[src/decode_pkg.sv]
// Shared definitions for the RV32I decode stage
// Data and register-address widths, major opcodes,
// micro-op encodings and operand select codes

package decode_pkg;

    parameter int xlen       = 32;
    parameter int reg_addr_w = 5;

    // Major opcode field, instr[6:0]
    typedef enum logic [6:0] {
        OPC_LOAD   = 7'b0000011,
        OPC_STORE  = 7'b0100011,
        OPC_BRANCH = 7'b1100011,
        OPC_JALR   = 7'b1100111,
        OPC_JAL    = 7'b1101111,
        OPC_OP_IMM = 7'b0010011,
        OPC_OP     = 7'b0110011,
        OPC_LUI    = 7'b0110111,
        OPC_AUIPC  = 7'b0010111
    } major_op_t;

    // ------------------------------
    // Execute micro-ops
    // ------------------------------

    typedef enum logic [3:0] {
        ALU_NOP, ALU_ADD, ALU_SUB, ALU_SLL, ALU_SLT, ALU_SLTU,
        ALU_XOR, ALU_SRL, ALU_SRA, ALU_OR,  ALU_AND
    } alu_op_t;

    typedef enum logic [3:0] {
        LSU_NONE, LSU_LB, LSU_LBU, LSU_LH, LSU_LHU, LSU_LW,
        LSU_SB,   LSU_SH, LSU_SW
    } lsu_op_t;

    typedef enum logic [3:0] {
        CFU_NONE, CFU_BEQ,  CFU_BNE,  CFU_BLT, CFU_BGE,
        CFU_BLTU, CFU_BGEU, CFU_JAL,  CFU_JALR
    } cfu_op_t;

    // ------------------------------
    // Operand selects
    // ------------------------------

    typedef enum logic [1:0] {
        OPR_A_ZERO, OPR_A_RS1, OPR_A_PC
    } opr_a_sel_t;

    typedef enum logic [1:0] {
        OPR_B_ZERO, OPR_B_RS2, OPR_B_IMM
    } opr_b_sel_t;

    typedef enum logic [1:0] {
        OPR_C_ZERO, OPR_C_RS2, OPR_C_IMM, OPR_C_NPC
    } opr_c_sel_t;

    // Which immediate format feeds operand B / C
    typedef enum logic [2:0] {
        IMM_NONE, IMM_I, IMM_S, IMM_B, IMM_U, IMM_J
    } imm_sel_t;

endpackage

[src/decode_immediates.sv]
// RV32I immediate extraction
// I, S, B, U and J formats, sign-extended to XLEN

`timescale 1ns/1ps

module decode_immediates #(
    parameter int XLEN = decode_pkg::xlen
) (
    input  logic [31:0]     instr,
    output logic [XLEN-1:0] imm_i,
    output logic [XLEN-1:0] imm_s,
    output logic [XLEN-1:0] imm_b,
    output logic [XLEN-1:0] imm_u,
    output logic [XLEN-1:0] imm_j
);

    // 32-bit forms, widened below
    logic signed [31:0] imm32_i;
    logic signed [31:0] imm32_s;
    logic signed [31:0] imm32_b;
    logic signed [31:0] imm32_u;
    logic signed [31:0] imm32_j;

    assign imm32_i = {{20{instr[31]}}, instr[31:20]};
    assign imm32_s = {{20{instr[31]}}, instr[31:25], instr[11:7]};

    // Branch offset, bit 0 always clear
    assign imm32_b = {{19{instr[31]}}, instr[31], instr[7],
                      instr[30:25], instr[11:8], 1'b0};

    assign imm32_u = {instr[31:12], 12'b0};   // Upper 20 bits only

    // Jump offset, +/- 1 MiB
    assign imm32_j = {{11{instr[31]}}, instr[31], instr[19:12],
                      instr[20], instr[30:21], 1'b0};

    // Sign-extend to the data width
    assign imm_i = XLEN'(imm32_i);
    assign imm_s = XLEN'(imm32_s);
    assign imm_b = XLEN'(imm32_b);
    assign imm_u = XLEN'(imm32_u);
    assign imm_j = XLEN'(imm32_j);

endmodule

[src/decode_uop.sv]
// Micro-op decode for RV32I
// Major opcode plus funct3 / funct7[5] to ALU, LSU and CFU ops,
// operand selects, immediate select and register addresses

`timescale 1ns/1ps

module decode_uop (
    input  logic [31:0]                      instr,
    output logic [decode_pkg::reg_addr_w-1:0] rs1_addr,
    output logic [decode_pkg::reg_addr_w-1:0] rs2_addr,
    output logic [decode_pkg::reg_addr_w-1:0] rd,
    output decode_pkg::alu_op_t              alu_op,
    output decode_pkg::lsu_op_t              lsu_op,
    output decode_pkg::cfu_op_t              cfu_op,
    output decode_pkg::opr_a_sel_t           sel_a,
    output decode_pkg::opr_b_sel_t           sel_b,
    output decode_pkg::opr_c_sel_t           sel_c,
    output decode_pkg::imm_sel_t             imm_sel,
    output logic                             is_jal
);

    import decode_pkg::*;

    major_op_t  opc;
    logic [2:0] funct3;
    logic       f7b5;

    assign opc    = major_op_t'(instr[6:0]);
    assign funct3 = instr[14:12];
    assign f7b5   = instr[30];          // SUB / SRA modifier

    // Register reads always follow the raw fields
    assign rs1_addr = instr[19:15];
    assign rs2_addr = instr[24:20];

    assign is_jal = (opc == OPC_JAL);

    // Shared OP / OP_IMM arithmetic decode
    function automatic alu_op_t f3_alu(input logic [2:0] f3, input logic sub,
                                       input logic sra);
        case (f3)
            3'b000:  return sub ? ALU_SUB : ALU_ADD;
            3'b001:  return ALU_SLL;
            3'b010:  return ALU_SLT;
            3'b011:  return ALU_SLTU;
            3'b100:  return ALU_XOR;
            3'b101:  return sra ? ALU_SRA : ALU_SRL;
            3'b110:  return ALU_OR;
            default: return ALU_AND;
        endcase
    endfunction

    always_comb begin
        // Unknown opcodes fall through as a full NOP
        alu_op  = ALU_NOP;
        lsu_op  = LSU_NONE;
        cfu_op  = CFU_NONE;
        sel_a   = OPR_A_ZERO;
        sel_b   = OPR_B_ZERO;
        sel_c   = OPR_C_ZERO;
        imm_sel = IMM_NONE;
        rd      = '0;

        case (opc)
            OPC_OP: begin
                alu_op = f3_alu(funct3, f7b5, f7b5);
                sel_a  = OPR_A_RS1;
                sel_b  = OPR_B_RS2;
                rd     = instr[11:7];
            end
            OPC_OP_IMM: begin
                alu_op  = f3_alu(funct3, 1'b0, f7b5);    // No SUBI
                sel_a   = OPR_A_RS1;
                sel_b   = OPR_B_IMM;
                imm_sel = IMM_I;
                rd      = instr[11:7];
            end
            OPC_LOAD: begin
                alu_op  = ALU_ADD;                       // Address calc
                sel_a   = OPR_A_RS1;
                sel_b   = OPR_B_IMM;
                imm_sel = IMM_I;
                rd      = instr[11:7];
                case (funct3)
                    3'b000:  lsu_op = LSU_LB;
                    3'b001:  lsu_op = LSU_LH;
                    3'b010:  lsu_op = LSU_LW;
                    3'b100:  lsu_op = LSU_LBU;
                    3'b101:  lsu_op = LSU_LHU;
                    default: lsu_op = LSU_NONE;
                endcase
            end
            OPC_STORE: begin
                alu_op  = ALU_ADD;
                sel_a   = OPR_A_RS1;
                sel_b   = OPR_B_IMM;
                sel_c   = OPR_C_RS2;                     // Store data
                imm_sel = IMM_S;
                case (funct3)
                    3'b000:  lsu_op = LSU_SB;
                    3'b001:  lsu_op = LSU_SH;
                    3'b010:  lsu_op = LSU_SW;
                    default: lsu_op = LSU_NONE;
                endcase
            end
            OPC_BRANCH: begin
                alu_op  = ALU_SUB;                       // Compare
                sel_a   = OPR_A_RS1;
                sel_b   = OPR_B_RS2;
                sel_c   = OPR_C_IMM;                     // Branch offset
                imm_sel = IMM_B;
                case (funct3)
                    3'b000:  cfu_op = CFU_BEQ;
                    3'b001:  cfu_op = CFU_BNE;
                    3'b100:  cfu_op = CFU_BLT;
                    3'b101:  cfu_op = CFU_BGE;
                    3'b110:  cfu_op = CFU_BLTU;
                    3'b111:  cfu_op = CFU_BGEU;
                    default: cfu_op = CFU_NONE;
                endcase
            end
            OPC_LUI: begin
                alu_op  = ALU_OR;                        // 0 | imm
                sel_b   = OPR_B_IMM;
                imm_sel = IMM_U;
                rd      = instr[11:7];
            end
            OPC_AUIPC: begin
                alu_op  = ALU_ADD;
                sel_a   = OPR_A_PC;
                sel_b   = OPR_B_IMM;
                imm_sel = IMM_U;
                rd      = instr[11:7];
            end
            OPC_JAL: begin
                cfu_op  = CFU_JAL;
                sel_a   = OPR_A_PC;
                sel_b   = OPR_B_IMM;
                sel_c   = OPR_C_NPC;                     // Link value
                imm_sel = IMM_J;
                rd      = instr[11:7];
            end
            OPC_JALR: begin
                cfu_op  = CFU_JALR;
                sel_a   = OPR_A_RS1;
                sel_b   = OPR_B_IMM;
                sel_c   = OPR_C_NPC;
                imm_sel = IMM_I;
                rd      = instr[11:7];
            end
            default: ;
        endcase
    end

endmodule

[src/decode_operands.sv]
// Execute operand selection
// Operands A, B and C from register data, PC, next PC
// and the immediate picked by the decoder

`timescale 1ns/1ps

module decode_operands #(
    parameter int XLEN = decode_pkg::xlen
) (
    input  logic [XLEN-1:0]        pc,
    input  logic [XLEN-1:0]        rs1_data,
    input  logic [XLEN-1:0]        rs2_data,
    input  logic [XLEN-1:0]        imm_i,
    input  logic [XLEN-1:0]        imm_s,
    input  logic [XLEN-1:0]        imm_b,
    input  logic [XLEN-1:0]        imm_u,
    input  logic [XLEN-1:0]        imm_j,
    input  decode_pkg::opr_a_sel_t sel_a,
    input  decode_pkg::opr_b_sel_t sel_b,
    input  decode_pkg::opr_c_sel_t sel_c,
    input  decode_pkg::imm_sel_t   imm_sel,
    output logic [XLEN-1:0]        opr_a,
    output logic [XLEN-1:0]        opr_b,
    output logic [XLEN-1:0]        opr_c
);

    import decode_pkg::*;

    logic [XLEN-1:0] imm;
    logic [XLEN-1:0] npc;

    assign npc = pc + XLEN'(4);         // No compressed, always +4

    // Immediate shared by operand B and C paths
    always_comb begin
        case (imm_sel)
            IMM_I:   imm = imm_i;
            IMM_S:   imm = imm_s;
            IMM_B:   imm = imm_b;
            IMM_U:   imm = imm_u;
            IMM_J:   imm = imm_j;
            default: imm = '0;
        endcase
    end

    always_comb begin
        case (sel_a)
            OPR_A_RS1: opr_a = rs1_data;
            OPR_A_PC:  opr_a = pc;
            default:   opr_a = '0;
        endcase

        case (sel_b)
            OPR_B_RS2: opr_b = rs2_data;
            OPR_B_IMM: opr_b = imm;
            default:   opr_b = '0;
        endcase

        case (sel_c)
            OPR_C_RS2: opr_c = rs2_data;   // Store data
            OPR_C_IMM: opr_c = imm;        // Branch offset
            OPR_C_NPC: opr_c = npc;        // Link address
            default:   opr_c = '0;
        endcase
    end

endmodule

[src/decode_pipe_reg.sv]
// Decode stage progression and decode-to-execute register
// Fetch eat, JAL control-flow request with ack wait,
// valid/ready hold of the execute fields

`timescale 1ns/1ps

module decode_pipe_reg #(
    parameter int XLEN = decode_pkg::xlen
) (
    input  logic                              g_clk,
    input  logic                              rst,
    input  logic                              fetch_valid,
    input  logic [XLEN-1:0]                   fetch_pc,
    input  logic                              is_jal,
    input  logic                              cf_ack,
    input  logic                              s2_ready,
    input  logic [XLEN-1:0]                   imm_j,
    input  logic [XLEN-1:0]                   opr_a,
    input  logic [XLEN-1:0]                   opr_b,
    input  logic [XLEN-1:0]                   opr_c,
    input  logic [decode_pkg::reg_addr_w-1:0] rd,
    input  decode_pkg::alu_op_t               alu_op,
    input  decode_pkg::lsu_op_t               lsu_op,
    input  decode_pkg::cfu_op_t               cfu_op,
    output logic                              eat,
    output logic                              cf_valid,
    output logic [XLEN-1:0]                   cf_target,
    output logic                              s2_valid,
    output logic [XLEN-1:0]                   s2_pc,
    output logic [XLEN-1:0]                   s2_opr_a,
    output logic [XLEN-1:0]                   s2_opr_b,
    output logic [XLEN-1:0]                   s2_opr_c,
    output logic [decode_pkg::reg_addr_w-1:0] s2_rd,
    output decode_pkg::alu_op_t               s2_alu_op,
    output decode_pkg::lsu_op_t               s2_lsu_op,
    output decode_pkg::cfu_op_t               s2_cfu_op
);

    import decode_pkg::*;

    logic s2_free;      // Register empty or draining this cycle
    logic cf_wait;      // JAL still waiting on its ack

    // ------------------------------
    // Control flow request
    // ------------------------------

    assign cf_valid  = fetch_valid && is_jal;
    assign cf_target = fetch_pc + imm_j;
    assign cf_wait   = is_jal && !cf_ack;

    // ------------------------------
    // Stage progression
    // ------------------------------

    assign s2_free = !s2_valid || s2_ready;
    assign eat     = fetch_valid && !cf_wait && s2_free;

    always_ff @(posedge g_clk) begin
        if (rst) begin
            s2_valid  <= 1'b0;
            s2_pc     <= '0;
            s2_opr_a  <= '0;
            s2_opr_b  <= '0;
            s2_opr_c  <= '0;
            s2_rd     <= '0;
            s2_alu_op <= ALU_NOP;
            s2_lsu_op <= LSU_NONE;
            s2_cfu_op <= CFU_NONE;
        end else if (eat) begin
            s2_valid  <= 1'b1;
            s2_pc     <= fetch_pc;
            s2_opr_a  <= opr_a;
            s2_opr_b  <= opr_b;
            s2_opr_c  <= opr_c;
            s2_rd     <= rd;
            s2_alu_op <= alu_op;
            s2_lsu_op <= lsu_op;
            s2_cfu_op <= cfu_op;
        end else if (s2_ready) begin
            s2_valid  <= 1'b0;   // Drained, nothing new behind it
        end
    end

endmodule

[src/core_decode.sv]
// Decode and operand-gather stage top level
// Immediates, micro-op decode, operand select and pipeline register

`timescale 1ns/1ps

module core_decode #(
    parameter int XLEN = decode_pkg::xlen
) (
    input  logic                              g_clk,
    input  logic                              rst,

    input  logic                              fetch_valid,
    input  logic [31:0]                       fetch_instr,
    input  logic [XLEN-1:0]                   fetch_pc,
    output logic                              eat,

    output logic                              cf_valid,
    output logic [XLEN-1:0]                   cf_target,
    input  logic                              cf_ack,

    output logic [decode_pkg::reg_addr_w-1:0] rs1_addr,
    input  logic [XLEN-1:0]                   rs1_data,
    output logic [decode_pkg::reg_addr_w-1:0] rs2_addr,
    input  logic [XLEN-1:0]                   rs2_data,

    output logic                              s2_valid,
    input  logic                              s2_ready,
    output logic [XLEN-1:0]                   s2_pc,
    output logic [XLEN-1:0]                   s2_opr_a,
    output logic [XLEN-1:0]                   s2_opr_b,
    output logic [XLEN-1:0]                   s2_opr_c,
    output logic [decode_pkg::reg_addr_w-1:0] s2_rd,
    output decode_pkg::alu_op_t               s2_alu_op,
    output decode_pkg::lsu_op_t               s2_lsu_op,
    output decode_pkg::cfu_op_t               s2_cfu_op
);

    // Immediates
    logic [XLEN-1:0] imm_i;
    logic [XLEN-1:0] imm_s;
    logic [XLEN-1:0] imm_b;
    logic [XLEN-1:0] imm_u;
    logic [XLEN-1:0] imm_j;

    // Decoded micro-op
    logic [decode_pkg::reg_addr_w-1:0] rd;
    decode_pkg::alu_op_t               alu_op;
    decode_pkg::lsu_op_t               lsu_op;
    decode_pkg::cfu_op_t               cfu_op;
    decode_pkg::opr_a_sel_t            sel_a;
    decode_pkg::opr_b_sel_t            sel_b;
    decode_pkg::opr_c_sel_t            sel_c;
    decode_pkg::imm_sel_t              imm_sel;
    logic                              is_jal;

    // Gathered operands
    logic [XLEN-1:0] opr_a;
    logic [XLEN-1:0] opr_b;
    logic [XLEN-1:0] opr_c;

    // ------------------------------
    // Stage instances
    // ------------------------------

    decode_immediates #(.XLEN(XLEN)) decode_immediates_i (
        .instr (fetch_instr),
        .imm_i (imm_i),
        .imm_s (imm_s),
        .imm_b (imm_b),
        .imm_u (imm_u),
        .imm_j (imm_j)
    );

    decode_uop decode_uop_i (
        .instr    (fetch_instr),
        .rs1_addr (rs1_addr),
        .rs2_addr (rs2_addr),
        .rd       (rd),
        .alu_op   (alu_op),
        .lsu_op   (lsu_op),
        .cfu_op   (cfu_op),
        .sel_a    (sel_a),
        .sel_b    (sel_b),
        .sel_c    (sel_c),
        .imm_sel  (imm_sel),
        .is_jal   (is_jal)
    );

    decode_operands #(.XLEN(XLEN)) decode_operands_i (
        .pc       (fetch_pc),
        .rs1_data (rs1_data),      // Same-cycle regfile read
        .rs2_data (rs2_data),
        .imm_i    (imm_i),
        .imm_s    (imm_s),
        .imm_b    (imm_b),
        .imm_u    (imm_u),
        .imm_j    (imm_j),
        .sel_a    (sel_a),
        .sel_b    (sel_b),
        .sel_c    (sel_c),
        .imm_sel  (imm_sel),
        .opr_a    (opr_a),
        .opr_b    (opr_b),
        .opr_c    (opr_c)
    );

    decode_pipe_reg #(.XLEN(XLEN)) decode_pipe_reg_i (
        .g_clk       (g_clk),
        .rst         (rst),
        .fetch_valid (fetch_valid),
        .fetch_pc    (fetch_pc),
        .is_jal      (is_jal),
        .cf_ack      (cf_ack),
        .s2_ready    (s2_ready),
        .imm_j       (imm_j),
        .opr_a       (opr_a),
        .opr_b       (opr_b),
        .opr_c       (opr_c),
        .rd          (rd),
        .alu_op      (alu_op),
        .lsu_op      (lsu_op),
        .cfu_op      (cfu_op),
        .eat         (eat),
        .cf_valid    (cf_valid),
        .cf_target   (cf_target),
        .s2_valid    (s2_valid),
        .s2_pc       (s2_pc),
        .s2_opr_a    (s2_opr_a),
        .s2_opr_b    (s2_opr_b),
        .s2_opr_c    (s2_opr_c),
        .s2_rd       (s2_rd),
        .s2_alu_op   (s2_alu_op),
        .s2_lsu_op   (s2_lsu_op),
        .s2_cfu_op   (s2_cfu_op)
    );

endmodule

[config.mk]
export PLATFORM = sky130hd
export DESIGN_NAME = core_decode
export DESIGN_NICKNAME = d
export VERILOG_FILES = /design/src/decode_pkg.sv /design/src/decode_immediates.sv /design/src/decode_uop.sv /design/src/decode_operands.sv /design/src/decode_pipe_reg.sv /design/src/core_decode.sv
export SDC_FILE = /design/constraint.sdc
export NUM_CORES = 1
export LEC_CHECK = 0
export BUFFER_PORTS_ARGS = -buffer_cell sky130_fd_sc_hd__buf_4
export CORE_MARGIN = 2
export CORE_UTILIZATION = 40
export CTS_CLUSTER_DIAMETER = 30
export CTS_CLUSTER_SIZE = 25
export DETAILED_ROUTE_END_ITERATION = 10
export GPL_TIMING_DRIVEN = 0
export PLACE_DENSITY = 0.68
export SLEW_MARGIN = 30
export SYNTH_ARGS = -nofsm -noshare
export SYNTH_HDL_FRONTEND = slang
export SYNTH_SLANG_ARGS = --single-unit
export TNS_END_PERCENT = 5
[constraint.sdc]
create_clock -name g_clk -period 3.4 [get_ports g_clk]
set_clock_uncertainty 0.1 [all_clocks]
set_input_delay 0.34 -clock g_clk [delete_from_list [all_inputs] [get_ports g_clk]]
set_output_delay 0.34 -clock g_clk [all_outputs]
set_load 0.005 [all_outputs]
---- Word-level counts from Yosys, hierarchy flattened ----
Index checks and enable logic that the tools add are counted.
word-level totals
  register bits ........................... 146
cells by class
  $add $sub $neg .......................... 2
  equality and inequality tests ........... 28
  mux-type cells .......................... 21
  reductions and logical operators ........ 19
operators with widths
  cell                                            count
  case mux 32 bit (5 select lines)                1
  case mux 32 bit (2 select lines)                2
  case mux 32 bit (3 select lines)                1
  case mux 4 bit (7 select lines)                 2
  adder 32 x 3 -> 32 bit (second input constant)  1
  adder 32 bit                                    1
  case mux 3 bit (5 select lines)                 2
  case mux 4 bit (3 select lines)                 2
  == test 7 x 6 -> 1 bit (second input constant)  3
  == test 7 bit (second input constant)           3
  case mux 4 bit (5 select lines)                 1
  == test 3 bit (second input constant)           6
  case mux 3 bit (6 select lines)                 1
  == test 7 x 5 -> 1 bit (second input constant)  2
  OR reduction 7 bit                              2
  == test 3 x 2 -> 1 bit (second input constant)  4
  == test 2 bit (second input constant)           4
  case mux 2 bit (2 select lines)                 2
  case mux 4 bit (2 select lines)                 1
  OR reduction 2 bit                              4
  == test 7 x 2 -> 1 bit (second input constant)  1
  == test 2 x 1 -> 1 bit (second input constant)  3
  == test 3 x 1 -> 1 bit (second input constant)  2
  case mux 2 bit (3 select lines)                 1
  11 further kinds                                18

---- Logic depth before layout (Yosys ltp) ----
  depth after elaboration ................. 6
  mapped depth ............................ 13
  gate-level depth less buffers ........... 10

---- Modules after synthesis ----
From an unflattened synthesis, not the netlist that was laid out.
unflattened totals
  cells, all modules ...................... 1642
  area total of the unflattened synthesis .. 11856.4 sq um
modules (own cells, without submodules)
  module             instances  cells each  area each (sq um)  seq. area each (sq um)
  decode_pipe_reg    1          872         6621.4             2922.8
  decode_operands    1          503         3338.2             0.0
  decode_immediates  1          161         1204.9             0.0
  decode_uop         1          106         691.9              0.0

---- Worst setup path after synthesis ----
Ideal clock, no wire load.
  path kind ............................... input -> output
  from .................................... input fetch_instr[21]
  to ...................................... output cf_target[29]
  arrival time ............................ 2.255 ns
  required time ........................... 2.960 ns
  slack ................................... 0.705 ns
  stages on the path ...................... 10
  buffers on the path ..................... 0
  cell sequence ........................... ha_1 inv_1 fa_1 nand2b_1 a21oi_1 o21ai_0 a21oi_1 a21oi_2 o21a_1 o311ai_1
on the way
  word-level cells in the longest chain between the ends .. 1
RTL lines
  item          line                   RTL
  from (decl)   core_decode.sv:13      input logic [31:0] fetch_instr,
  adder 32 bit  decode_pipe_reg.sv:49  assign cf_target = fetch_pc + imm_j;
  to (decl)     core_decode.sv:18      output logic [XLEN-1:0] cf_target,
Every way passes these cells.

---- Final worst setup path ----
  from .................................... input fetch_pc[1]
  to ...................................... output cf_target[29]
on the way
  word-level cells in the longest chain between the ends .. 1
RTL lines
  item          line                   RTL
  from (decl)   core_decode.sv:14      input logic [XLEN-1:0] fetch_pc,
  adder 32 bit  decode_pipe_reg.sv:49
Every way passes these cells.

==> results.md <==
* Outcome: finished clean
* Maximum clock insertion buffer count at 2
* Largest net degree at the start of global routing at 17
* Area grow syn2layout at 37.5%
* GP Congestion at 0.954
* Synth Area in XOR/XNOR at 5.16%
* ANT cells at 0
* Die extent in y at around 150 um
* Synth warn at 0
* # port buffers at 321
* Crit-path max FO at 4
* Lkg Pwr at just over 5 nW
* I/O pins at 323
* Kind of critical path: in -> out
* Max Freq at 0.300 GHz
* Max_slew headroom at 36.9%
* Period utilisation layout at a little over nine tenths
* Cts bufs inserted at 17
* Die area at 23700 um2
* Top_reg_cell synth: dfxtp_1
* Post-synthesis sequential area ratio at 32.5%
* # hold bufs at CTS at 0
* Compound-cell area share of the yosys netlist at 29.2%
* Final setup fails at 0
* Slew Viols, Final at 0
* ANT nets after route at 0
* Worst Setup Slack, final at 0.0656 ns
* Layout cells sized above 1 at 26.7%
* Largest family of logic cells by synthesized area: compound AO/OA/AOI/OAI gates
* PD cells at between 300 and 400 nW/um2
* Mux share of post-synthesis cell area at 0.125%
* GRT Util Overall at 33.4%
* Cell Chain, Critical Path: buf_4 > ha_1 > inv_1 > fa_1 > nand2b_1 > a21oi_2 > o21ai_1 > a21oi_2 > a21oi_2 > o21a_1 > o311ai_2 > buf_4
* Vias per std cell at slightly below 6
* Initial antenna violation count at 0
* First-pass GRT wire length at 60500 um
* Grt total ovfl at 0
* CTS sink count at 146
* Async S/R FF share, synth at 0%
* Synth unique cells at 69
* Synthesized area at 9000 um2
* Clk_lat worst skew at 0.42 ns
* Gate Count Post-Synth at 1207
* Vias after detailed routing at 10.9k
* Die Span X at between 150 and 200 um
* Initial DRC count at between 900 and 1k
* RSZ-0062 raised after global routing: yes
* Drt total wl at 41100 um
* DRC at 0
* HP Class: in -> reg
* Worst endpoint required time at 2.96 ns
* Clk pin slew, worst setup/hold paths at ~0.070 ns
* Most frequent CP cell: a21oi_2
* Number of global-route vias before repair at 10.2k
* Final-stage net count at ~1.7k
* Critical path's slowest cell: fa_1
* Synth Area in Adders at 5.09%
* Routed wire per std cell at around 22 um
* Root Buffer: clkbuf_16
* Fin crit period at 3.33 ns
* Max_cap viols at 0
* Worst-Margin Slew at 0.936 ns
* Syn avg cell area at around 7.5 um2
* Initial Util at 41.0%
* CORE AREA at approximately 22000 um2
* #FFs+latches synth at 146
* Number of detailed-route iterations in the first pass at 6
* # rows at 54
* Final Hold Fails at 0
* CTS tree: yes
* Synthesized Nets at 1376
* Largest stage delay, worst path at between 0.4 and 0.5 ns
* DP HPWL at 32100 um
* Synth Area in Simple Gates at 21.8%
* Place WS at -0.240 ns
* Tot Pwr at between 0.004 and 0.005 W
* Startpoint Class: input pin
* Non-Filler Instances at 1840
* Depth of the CTS H-tree at 4
* Setup Fix Bufs, Post-CTS at 0
* Arrival @ worst endpoint at roughly 2.9 ns
* Inst Count DP at 1808
* Crit path capture type: primary output
* EDFF count, synth at 0
* Peak supply drop at around 0.29 mV
metrics by stage:
step | area, um2 | util, % | TNS, ns | hold WS, ns
2_1_floorplan | 9000 | - | 0 | 0.348
3_3_place_gp | 11800 | 53.5 | -1.23 | 0.342
3_5_place_dp | 11800 | 53.5 | -1.43 | 0.348
4_1_cts | 12400 | 56.3 | 0 | 0.0660
5_1_grt | 12400 | 56.3 | -0.00884 | 0.0969
6_report | 12400 | 56.3 | 0 | 0.0778
routing by layer:
metal	track usage (%)	wire length, um	vias to the layer above
met5	0	0	-
met4	12.0	1380	0
met3	8.88	4440	89
met2	55.1	19000	644
met1	41.9	16200	5173
li1	-	-	5036
area by class of cell:
| class | instances | area (um2) |
|---|---|---|
| buffer | 101 | 469 |
| clock buffer | 17 | 425 |
| clock inverter | 15 | 171 |
| fill | 2125 | 9590 |
| inverter | 22 | 82.6 |
| multi-input combinational | 938 | 5540 |
| sequential | 146 | 2920 |
| tap | 280 | 350 |
| timing repair buffer | 321 | 2410 |
cell usage in the layout (no fill, tap or decap), types with 5 or more instances in the layout:
master / count
and3_1: 10
clkbuf_16: 17
o21a_1: 13
a31oi_1: 8
xnor2_1: 32
ha_1: 35
o211ai_1: 5
nor2_1: 122
nor4_1: 11
a21oi_1: 149
inv_6: 5
buf_2: 33
inv_1: 21
a22oi_1: 82
a221oi_1: 6
a21o_1: 16
nand3_1: 28
o21ai_0: 74
a22o_1: 8
nor3_1: 54
dfxtp_1: 146
and2_1: 9
xor2_1: 21
a211oi_1: 7
nand2b_1: 8
nor2b_1: 7
nand2_1: 154
nand4_1: 9
clkbuf_1: 55
buf_4: 334
cell usage after synthesis, types with 28 or more instances:
master	n	area, um2
nand2_1	154	578
a21oi_1	151	756
dfxtp_1	146	2920
nor2_1	122	458
a22oi_1	82	616
o21ai_0	75	375
clkbuf_1	55	206
nor3_1	54	270
ha_1	35	438
buf_2	33	165
xnor2_1	32	280
nand3_1	28	140
repair_timing:
item	CTS	global route
gates resized for setup	3	3
pin swaps	0	1
endpoints found under the setup margin	3	5
power by group:
part	switching [W]	internal [W]	leakage [nW]
Sequential	0.0000155	0.00174	1.18
Combinational	0.000617	0.000465	3.68
Clock	0.000846	0.00110	0.285
Total	0.00148	0.00331	5.15
worst max-delay path: cells and delay by family:
kind / cells / cell delay [ns]
AOI/OAI and AO/OA: 6 / 1.35
and+or+nand+nor: 1 / 0.21
buffers and inverters: 3 / 0.38
adders and majority gates: 2 / 0.63
final timing paths:
path	start	slack, ns	cells after the start	to
setup reg to reg	decode_pipe_reg_i.s2_valid	1.20	7	decode_pipe_reg_i.s2_opr_b[15]
hold / removal	fetch_instr[11]	0.08	3	decode_pipe_reg_i.s2_rd[4]
setup / recovery	fetch_pc[1]	0.07	12	cf_target[29]
hold reg to reg	decode_pipe_reg_i.s2_pc[22]	0.36	2	decode_pipe_reg_i.s2_pc[22]
sequential cells by signal (all words and copies together) (netlist names):
signal,flops
decode_pipe_reg_i.s2_cfu_op,4
decode_pipe_reg_i.s2_alu_op,4
decode_pipe_reg_i.s2_opr_b,32
decode_pipe_reg_i.s2_pc,32
decode_pipe_reg_i.s2_valid,1
decode_pipe_reg_i.s2_opr_c,32
decode_pipe_reg_i.s2_rd,5
decode_pipe_reg_i.s2_opr_a,32
decode_pipe_reg_i.s2_lsu_op,4
kinds of logic after synthesis:
family / count (synthesis)
fa+ha+maj: 36
buf+inv: 123
flops: 146
simple gates: 433
xor+xnor: 53
mux: 1
compound gates: 415
(Power assumes the default switching activity.)
